$ cat src/swu_geom_pkg.sv
`default_nettype none

package swu_geom_pkg;

   //////////////////////////////
   // input feature map
   //////////////////////////////
   localparam int IFM_WIDTH    = 5;
   localparam int IFM_HEIGHT   = 5;
   localparam int IFM_CHANNELS = 4;
   localparam int SIMD         = 2;
   localparam int EFF_CHANNELS = IFM_CHANNELS / SIMD;

   //////////////////////////////
   // kernel and output map
   //////////////////////////////
   localparam int KERNEL_DIM = 3;
   localparam int OFM_DIM    = IFM_WIDTH - KERNEL_DIM + 1;

   // words per frame and per window
   localparam int FRAME_WORDS  = IFM_HEIGHT * IFM_WIDTH * EFF_CHANNELS;
   localparam int WINDOW_WORDS = KERNEL_DIM * KERNEL_DIM * EFF_CHANNELS;
   localparam int ROW_WORDS    = IFM_WIDTH * EFF_CHANNELS;
   localparam int BUFFER_DEPTH = 32;

   typedef logic [$clog2(FRAME_WORDS)-1:0]  index_t;
   typedef logic [$clog2(BUFFER_DEPTH)-1:0] buf_addr_t;
   typedef logic [$clog2(KERNEL_DIM)-1:0]   kpos_t;
   typedef logic [$clog2(OFM_DIM)-1:0]      opos_t;
   typedef logic [$clog2(EFF_CHANNELS)-1:0] chgrp_t;

   // absolute index to circular buffer address
   // the write-side space rule keeps one subtraction enough
   function automatic buf_addr_t to_buf_addr(input index_t idx);
      if (int'(idx) >= BUFFER_DEPTH) begin
         return buf_addr_t'(int'(idx) - BUFFER_DEPTH);
      end
      return buf_addr_t'(idx);
   endfunction

endpackage

`default_nettype wire

$ cat src/swu_stream_pkg.sv
`default_nettype none

package swu_stream_pkg;

   localparam int PRECISION = 4;

   // one channel group, SIMD lanes of PRECISION bits
   typedef logic [swu_geom_pkg::SIMD-1:0][PRECISION-1:0] swu_word_t;

   //////////////////////////////
   // write port into the buffer
   //////////////////////////////
   typedef struct packed {
      logic                    we;
      swu_geom_pkg::buf_addr_t addr;
      swu_word_t               data;
   } swu_wr_port_t;

   //////////////////////////////
   // read request to the buffer
   //////////////////////////////
   typedef struct packed {
      logic                    valid;
      swu_geom_pkg::buf_addr_t addr;
      // final word of the frame
      logic                    last;
   } swu_rd_req_t;

endpackage

`default_nettype wire

$ cat src/swu_write_ctrl.sv
`timescale 1ns/10ps
`default_nettype none

module swu_write_ctrl (
   input  wire logic                         clk,
   input  wire logic                         resetn,
   input  wire logic                         in_valid_i,
   input  wire swu_stream_pkg::swu_word_t    in_data_i,
   input  wire swu_geom_pkg::index_t         window_base_i,
   input  wire logic                         frame_done_i,
   output logic                              in_ready_o,
   output swu_stream_pkg::swu_wr_port_t      wr_port_o,
   output swu_geom_pkg::index_t              words_written_o
);

   import swu_geom_pkg::*;

   index_t wr_count;
   logic   frame_open;
   logic   room_ok;
   logic   wr_fire;

   //////////////////////////////
   // acceptance
   //////////////////////////////

   // stop at the end of the frame
   assign frame_open = int'(wr_count) < FRAME_WORDS;

   // words below window_base are no longer needed by any window
   assign room_ok = int'(wr_count) < int'(window_base_i) + BUFFER_DEPTH;

   assign in_ready_o = frame_open && room_ok;
   assign wr_fire    = in_valid_i && in_ready_o;

   always_ff @(posedge clk) begin
      if (!resetn || frame_done_i) begin
         wr_count <= '0;
      end else if (wr_fire) begin
         wr_count <= index_t'(wr_count + 1'b1);
      end
   end

   //////////////////////////////
   // write port
   //////////////////////////////
   always_comb begin
      wr_port_o.we   = wr_fire;
      wr_port_o.addr = to_buf_addr(wr_count);
      wr_port_o.data = in_data_i;
   end

   assign words_written_o = wr_count;

endmodule

`default_nettype wire

$ cat src/swu_read_ctrl.sv
`timescale 1ns/10ps
`default_nettype none

module swu_read_ctrl (
   input  wire logic                    clk,
   input  wire logic                    resetn,
   input  wire swu_geom_pkg::index_t    words_written_i,
   input  wire logic                    rd_ready_i,
   input  wire logic                    frame_done_i,
   output swu_stream_pkg::swu_rd_req_t  rd_req_o,
   output swu_geom_pkg::index_t         window_base_o
);

   import swu_geom_pkg::*;

   opos_t  orow;
   opos_t  ocol;
   kpos_t  kh;
   kpos_t  kw;
   chgrp_t grp;
   logic   all_issued;

   index_t window_base;
   index_t need_idx;
   logic   last_grp;
   logic   last_kw;
   logic   last_kh;
   logic   last_ocol;
   logic   last_orow;
   logic   last_req;
   logic   issue;

   //////////////////////////////
   // addressing
   //////////////////////////////

   // stride 1, one output pixel per window
   assign window_base = index_t'(int'(orow) * ROW_WORDS + int'(ocol) * EFF_CHANNELS);

   assign need_idx = index_t'(int'(window_base) + int'(kh) * ROW_WORDS
                              + int'(kw) * EFF_CHANNELS + int'(grp));

   assign last_grp  = grp == chgrp_t'(EFF_CHANNELS - 1);
   assign last_kw   = kw == kpos_t'(KERNEL_DIM - 1);
   assign last_kh   = kh == kpos_t'(KERNEL_DIM - 1);
   assign last_ocol = ocol == opos_t'(OFM_DIM - 1);
   assign last_orow = orow == opos_t'(OFM_DIM - 1);
   assign last_req  = last_grp && last_kw && last_kh && last_ocol && last_orow;

   // word must have arrived and the pipeline must have room
   assign issue = (need_idx < words_written_i) && rd_ready_i && !all_issued;

   always_comb begin
      rd_req_o.valid = issue;
      rd_req_o.addr  = to_buf_addr(need_idx);
      rd_req_o.last  = last_req;
   end

   assign window_base_o = window_base;

   //////////////////////////////
   // window counters
   //////////////////////////////
   always_ff @(posedge clk) begin
      if (!resetn || frame_done_i) begin
         orow       <= '0;
         ocol       <= '0;
         kh         <= '0;
         kw         <= '0;
         grp        <= '0;
         all_issued <= 1'b0;
      end else if (issue) begin
         if (last_req) begin
            // hold until the last word leaves the buffer
            all_issued <= 1'b1;
         end else if (!last_grp) begin
            grp <= chgrp_t'(grp + 1'b1);
         end else begin
            grp <= '0;
            if (!last_kw) begin
               kw <= kpos_t'(kw + 1'b1);
            end else begin
               kw <= '0;
               if (!last_kh) begin
                  kh <= kpos_t'(kh + 1'b1);
               end else begin
                  kh <= '0;
                  if (!last_ocol) begin
                     ocol <= opos_t'(ocol + 1'b1);
                  end else begin
                     ocol <= '0;
                     orow <= opos_t'(orow + 1'b1);
                  end
               end
            end
         end
      end
   end

endmodule

`default_nettype wire

$ cat src/swu_window_buffer.sv
`timescale 1ns/10ps
`default_nettype none

module swu_window_buffer (
   input  wire logic                          clk,
   input  wire logic                          resetn,
   input  wire swu_stream_pkg::swu_wr_port_t  wr_port_i,
   input  wire swu_stream_pkg::swu_rd_req_t   rd_req_i,
   input  wire logic                          out_ready_i,
   output logic                               rd_ready_o,
   output swu_stream_pkg::swu_word_t          out_data_o,
   output logic                               out_valid_o,
   output logic                               frame_done_o
);

   import swu_geom_pkg::*;
   import swu_stream_pkg::*;

   swu_word_t mem [BUFFER_DEPTH];

   // read stage
   logic      rd_valid;
   logic      rd_last;
   swu_word_t rd_data;

   // output stage
   logic      out_valid;
   logic      out_last;
   swu_word_t out_data;

   logic      advance;

   //////////////////////////////
   // memory write port
   //////////////////////////////
   always_ff @(posedge clk) begin
      if (wr_port_i.we) begin
         mem[wr_port_i.addr] <= wr_port_i.data;
      end
   end

   // output stage empty or taken this cycle
   assign advance    = !out_valid || out_ready_i;
   assign rd_ready_o = advance || !rd_valid;

   //////////////////////////////
   // read pipeline
   //////////////////////////////
   always_ff @(posedge clk) begin
      if (!resetn) begin
         rd_valid  <= 1'b0;
         rd_last   <= 1'b0;
         out_valid <= 1'b0;
         out_last  <= 1'b0;
      end else begin
         if (rd_ready_o) begin
            rd_valid <= rd_req_i.valid;
            rd_last  <= rd_req_i.valid && rd_req_i.last;
         end
         if (advance) begin
            out_valid <= rd_valid;
            out_last  <= rd_last;
         end
      end
   end

   always_ff @(posedge clk) begin
      if (rd_ready_o && rd_req_i.valid) begin
         rd_data <= mem[rd_req_i.addr];
      end
      if (advance && rd_valid) begin
         out_data <= rd_data;
      end
   end

   assign out_data_o  = out_data;
   assign out_valid_o = out_valid;

   // last word of the frame accepted downstream
   assign frame_done_o = out_valid && out_ready_i && out_last;

endmodule

`default_nettype wire

$ cat src/swu_top.sv
`timescale 1ns/10ps
`default_nettype none

module swu_top (
   input  wire logic                       clk,
   input  wire logic                       resetn,
   input  wire swu_stream_pkg::swu_word_t  in_data_i,
   input  wire logic                       in_valid_i,
   input  wire logic                       out_ready_i,
   output logic                            in_ready_o,
   output swu_stream_pkg::swu_word_t       out_data_o,
   output logic                            out_valid_o
);

   import swu_geom_pkg::*;
   import swu_stream_pkg::*;

   swu_wr_port_t wr_port;
   swu_rd_req_t  rd_req;
   index_t       words_written;
   index_t       window_base;
   logic         rd_ready;
   logic         frame_done;

   //////////////////////////////
   // write side
   //////////////////////////////
   swu_write_ctrl u_write_ctrl (
      .clk             (clk),
      .resetn          (resetn),
      .in_valid_i      (in_valid_i),
      .in_data_i       (in_data_i),
      .window_base_i   (window_base),
      .frame_done_i    (frame_done),
      .in_ready_o      (in_ready_o),
      .wr_port_o       (wr_port),
      .words_written_o (words_written)
   );

   //////////////////////////////
   // read side
   //////////////////////////////
   swu_read_ctrl u_read_ctrl (
      .clk             (clk),
      .resetn          (resetn),
      .words_written_i (words_written),
      .rd_ready_i      (rd_ready),
      .frame_done_i    (frame_done),
      .rd_req_o        (rd_req),
      .window_base_o   (window_base)
   );

   // line buffer and output pipeline
   swu_window_buffer u_window_buffer (
      .clk          (clk),
      .resetn       (resetn),
      .wr_port_i    (wr_port),
      .rd_req_i     (rd_req),
      .out_ready_i  (out_ready_i),
      .rd_ready_o   (rd_ready),
      .out_data_o   (out_data_o),
      .out_valid_o  (out_valid_o),
      .frame_done_o (frame_done)
   );

endmodule

`default_nettype wire

$ cat config.mk
export PLATFORM = sky130hd
export DESIGN_NAME = swu_top
export DESIGN_NICKNAME = d
export VERILOG_FILES = /design/src/swu_geom_pkg.sv /design/src/swu_stream_pkg.sv /design/src/swu_write_ctrl.sv /design/src/swu_read_ctrl.sv /design/src/swu_window_buffer.sv /design/src/swu_top.sv
export SDC_FILE = /design/constraint.sdc
export NUM_CORES = 1
export LEC_CHECK = 0
export ABC_AREA = 1
export BUFFER_PORTS_ARGS = -buffer_cell sky130_fd_sc_hd__buf_4
export CORE_AREA = 5 5 167 169
export DETAILED_ROUTE_END_ITERATION = 6
export DIE_AREA = 0 0 172 174
export PLACE_DENSITY = 0.74
export SLEW_MARGIN = 40
export SYNTH_ARGS = -nofsm -noshare
export SYNTH_HDL_FRONTEND = slang
export SYNTH_HIERARCHICAL = 1
export SYNTH_SLANG_ARGS = --single-unit
$ cat constraint.sdc
create_clock -name clk -period 5 [get_ports clk]
set_input_delay 1 -clock clk [delete_from_list [all_inputs] [get_ports clk]]
set_output_delay 1 -clock clk [all_outputs]
set_load 0.1 [all_outputs]
== Word-level counts from Yosys, hierarchy flattened ==
Memories as Yosys holds them, arrays and structs flattened. A register that Yosys moved wholly into a read port is not among the register bits.
Index checks and enable logic that the tools add are counted.
Word-level totals
  register bits: 28
  bits in writable memories: 256
  bits of input ports: 12
  output and inout port bits: 10
  memories: 1
Cells by class
  $add $sub $neg: 13
  multipliers: 2
  order comparisons: 5
  equality and inequality tests: 4
  multiplexer cells: 12
  bitwise gates (word level): 1
  reductions and logical operators: 26
Memory list
  u_window_buffer.mem: words 32, bits a word 8, read ports 1, clocked after memory_dff 1, wr ports 1, line swu_window_buffer.sv:19  | swu_word_t mem [BUFFER_DEPTH];
Operators with widths (number)
  5-bit two-way mux: 4
  1-bit logical AND: 13
  6-bit by 4-bit adder with 6-bit output: 2
  6-bit >= comparator (second input constant): 2
  2-bit by 3-bit multiplier with 5-bit output (second input constant): 2
  5-bit by 1-bit subtractor with 5-bit output (second input constant): 2
  2-bit by 1-bit adder with 2-bit output (second input constant): 4
  2-bit == test (second input constant): 4
  6-bit by 6-bit adder with 7-bit output (second input constant): 1
  6-bit by 7-bit less-than comparator with 1-bit output: 1
  6-bit by 1-bit adder with 6-bit output (second input constant): 1
  6-bit by 2-bit adder with 6-bit output: 1
  6-bit adder: 1
  6-bit less-than comparator: 1
  6-bit less-than comparator (second input constant): 1
  2-bit two-way mux: 3
  6-bit AND reduction: 1
  1-bit two-way mux: 5
  5-bit AND reduction: 1
  1-bit logical NOT: 4
  2-bit AND reduction: 2
  4-bit AND reduction: 1
  1-bit logical OR: 3
  3-bit AND reduction: 1
  2 further kinds: 2

== Logic depth before layout (Yosys ltp) ==
  depth after elaboration: 9
  depth in mapped cells: 19
  depth with buffers taken out: 18

== By module ==
The synthesis kept the hierarchy.
By module, submodules not included
  swu_window_buffer: instances 1, cells each 954, area each 11258.3 sq um, sequential area each 8247.9 sq um
  swu_read_ctrl: instances 1, cells each 137, area each 1021.0 sq um, sequential area each 200.2 sq um
  swu_write_ctrl: instances 1, cells each 95, area each 614.3 sq um, sequential area each 120.1 sq um

== Least setup slack after synthesis ==
OpenSTA, ideal clock, no wires.
  path type: register -> register
  from: reg u_read_ctrl.orow[0]
  to: reg u_window_buffer/rd_data[0] in the netlist's numbering, read port of u_window_buffer.mem, enable pin
  arrival: 3216 ps
  required time: 4672 ps
  setup slack: 1456 ps
  cell stages (with the launch flop): 16
  period minus slack after synthesis: 3544 ps
  path through: dfxtp_1 > ha_1 > fa_1 > fa_1 > ha_1 > fa_1 > xor2_1 > ha_1 > nand2_1 > a21oi_1 > nor2_4 > nand2_4 > inv_2 > buf_4 > nand2_1 > inv_1
RTL lines
  from (decl): line swu_read_ctrl.sv:16  | opos_t orow;
  from (signal assigned): line swu_read_ctrl.sv:92  | orow <= opos_t'(orow + 1'b1);
  to (decl): line swu_window_buffer.sv:24  | swu_word_t rd_data;

==> metrics.cfg <==
[synth]
ys_warn_count=6
synth_fp_nets=1222
ys_types=35
synth_edf_count=272
ys_seq_elements=292
yosys_most_used_dff=edfxtp_1
synth.cell_area_mm2=0.0129
syn_inst=1186
yosys-top-cells-area=edfxtp_1 (63%), nand2_1 (12%), nand3_1 (8.1%)
yosysSeqAreaShare_pct=66.5
synth_largest_area_cell=edfxtp_1
avgSynthCellArea_um2=10.9
synth_top_area_share_pct=63.3
synth-async-reset-ratio_pct=0

[clock_network]
clk_latency_ps=540
clockBufferDepth=3
cts_setup_buffers=0
clock-root-buffer=clkbuf_16
htreeDepth=1
hold_buffers=0
cts_tree=built
cts.sink_count=292
clkTransAtPathRegs_ps=60
cts_buffers=28
post_cts_resize_count=0

[placed_design]
dpl_cell_area_mm2=0.0130
io_buffers=21
preCtsSetupSlack_ps=908
hpwl_um=16200
place_congestion=0.877

[floorplan]
pin_count=22
coreArea_mm2=0.0264
die_x_um=172
num_rows=60
dieHeight_um=174
dieArea_mm2=0.0299
start_util_pct=48.8

[critical_path]
crit_path_cell_trace=ha_1, fa_1, fa_1, ha_1, fa_1, xor2_1, ha_1, nand2_1, a21oi_1, nor2_4, nand2_4, inv_2, nand2_1, inv_1
critPathMaxFanout=10
worstPathArrival_ps=4300
path_depth=14
r2r_end=u_window_buffer/rd_data[1]$_DFFE_PP_
path_class=flip-flop to flip-flop
slowest_stage=xor2_1
crit_path_end=u_window_buffer/rd_data[1]$_DFFE_PP_
rr_startpoint=u_read_ctrl/ocol[0]$_SDFFE_PP0P_
crit_path_end_kind=flip-flop
crit_family=adder cells
r2r_slack_ps=900
required_ps=5200
cpPeakStageDelay_ps=520
crit_start=u_read_ctrl/ocol[0]$_SDFFE_PP0P_
crit_path_start_kind=flip-flop
worst-path-buf-inv=2
rr_worst_depth=14

[grt]
overflow=0
grt_pass1_wl_um=42500
antenna_found_initial=0
grt_pass1_vias=7962
grt_max_degree=103
grtUsageTotal_pct=17.9

[route]
drtAntennaViolNets=0
wire_per_inst_um=17.7
vias=8333
drt_iter0_markers=853
firstDrtPassIters=5
routed_wl_um=27100
drc=0
via_per_inst=5.43

[timing]
finalCritPeriodShare_pct=82.1
fmax_mhz=244
finalMaxSlewViolations=0
worst_slew_pin_slew_ps=863
rsz0062_at_grt=no
whs_ps=420
setup_ws_ps=897
fin_skew_ps=18.9
max_slew_margin_pct=42.3
tns_ps=0
setup_viol=0
hold_viol=0
layout_min_cycle_time_ps=4100

[power]
p_leak_uw=0.00532
ir_worst_vdd_uv=379
power.density_mw_per_mm2=535
finalPower_uw=7470

[status]
status=finished clean

[min_path]
hold_depth=0
hp-class=flip-flop to flip-flop

[layout]
final_nets=1209
antenna-diode-count=0
finalInstanceArea_mm2=0.0140
drive_gt1_share_pct=9.21
area_growth_pct=8.27

[flow_run]
max_cap_violations=0

==> cells in the final DEF (no fill, tap or decap), types with 2 or more instances in the layout <==
| cell | n |
|---|---|
| a21oi_1 | 8 |
| nor2_1 | 67 |
| clkbuf_16 | 28 |
| xnor2_1 | 2 |
| clkbuf_1 | 7 |
| nor2_2 | 7 |
| nand3_2 | 4 |
| clkinv_2 | 9 |
| o21ai_1 | 4 |
| xor2_1 | 4 |
| nand3_1 | 208 |
| ha_1 | 20 |
| nor2_4 | 3 |
| nand2_4 | 2 |
| fa_1 | 4 |
| nand2_1 | 411 |
| edfxtp_1 | 272 |
| nand4_1 | 3 |
| buf_4 | 25 |
| inv_1 | 47 |
| nand2_2 | 6 |
| buf_6 | 2 |
| clkinv_1 | 2 |
| inv_2 | 10 |
| bufinv_16 | 5 |
| clkinvlp_4 | 2 |
| o21bai_1 | 2 |
| dfxtp_1 | 19 |
==> registers in the layout (all words and copies together), names as in the netlist, 2 cells and up <==
register	cells
u_read_ctrl/kh	2
u_read_ctrl/kw	2
u_read_ctrl/ocol	2
u_read_ctrl/orow	2
u_window_buffer/mem	256
u_window_buffer/out_data_o	8
u_window_buffer/rd_data	8
u_write_ctrl/words_written_o	6
==> where the power goes <==
group          total (uW)  switching (uW)  internal, uW
sequential           2920            90.0          2830
combinational        2410            1780           626
clock                2140             848          1290
==> worst min path at each step <==
stage / slack (ps) / endpoint / startpoint
3_3_place_gp: 410 / u_window_buffer/out_data_o[7]$_DFFE_PP_ / u_window_buffer/rd_data[7]$_DFFE_PP_
4_1_cts: 420 / u_window_buffer/out_data_o[6]$_DFFE_PP_ / u_window_buffer/rd_data[6]$_DFFE_PP_
5_1_grt: 440 / u_window_buffer/out_data_o[0]$_DFFE_PP_ / u_window_buffer/rd_data[0]$_DFFE_PP_
3_5_place_dp: 410 / u_window_buffer/out_data_o[6]$_DFFE_PP_ / u_window_buffer/rd_data[6]$_DFFE_PP_
6_report: 420 / u_window_buffer/out_data_o[6]$_DFFE_PP_ / u_window_buffer/rd_data[6]$_DFFE_PP_
2_1_floorplan: 400 / u_window_buffer/out_data_o[0]$_DFFE_PP_ / u_window_buffer/rd_data[0]$_DFFE_PP_
==> metal layers <==
layer | global-route usage, % | vias up | wire [um]
met5 | 0 | - | 0
met4 | 5.37 | 0 | 673
met3 | 2.55 | 50 | 2150
met2 | 30.0 | 346 | 13600
met1 | 24.4 | 3965 | 10700
li1 | - | 3972 | -
==> cell usage after synthesis (3+ instances only) <==
cell type,instances
nand3_2,4
nand3_1,208
buf_4,24
nor2_4,3
buf_2,14
nor2_2,5
o21ai_1,4
dfxtp_1,20
nor2_1,69
nand2_2,6
inv_2,10
clkbuf_1,7
nand2_1,411
fa_1,4
a21oi_1,8
xor2_1,4
buf_6,22
edfxtp_1,272
inv_1,49
buf_1,3
nand4_1,3
ha_1,20
==> metrics by stage <==
stage,cells,utilization [%]
after floorplan,1186,-
after global placement,1484,49.2
after detailed placement,1484,49.2
after CTS,1536,52.8
after global routing,1536,52.8
final,1536,52.8
==> layout make-up <==
cell class / instances / area [um^2]
Inverter: 61 / 238
Timing Repair Buffer: 27 / 210
Multi-Input combinational cell: 763 / 3560
Clock buffer: 35 / 727
Tap cell: 341 / 427
Sequential cell: 292 / 8570
Fill cell: 2224 / 12500
Clock inverter: 17 / 225
==> logic make-up (layout without fill, tap and decap cells) <==
kind of cell | Yosys count | in the layout | share of synthesized area [%]
adder cells (fa/ha/maj) | 24 | 24 | 2.56
AND/OR/NAND/NOR | 715 | 715 | 23.8
flip-flops | 292 | 292 | 66.5
buffers and inverters | 131 | 140 | 5.97
AO/OA/AOI/OAI | 17 | 17 | 0.757
other | 1 | 1 | 0.0291
XOR/XNOR | 6 | 6 | 0.408
==> worst register-to-register path: stages (launching register included) <==
cell     delay (ps)
dfxtp_1         450
ha_1            210
fa_1            450
fa_1            450
ha_1            240
fa_1            390
xor2_1          520
ha_1            350
nand2_1          80
a21oi_1          70
nor2_4          140
nand2_4         100
inv_2            50
nand2_1          60
inv_1           230
(Power assumes the default switching activity.)
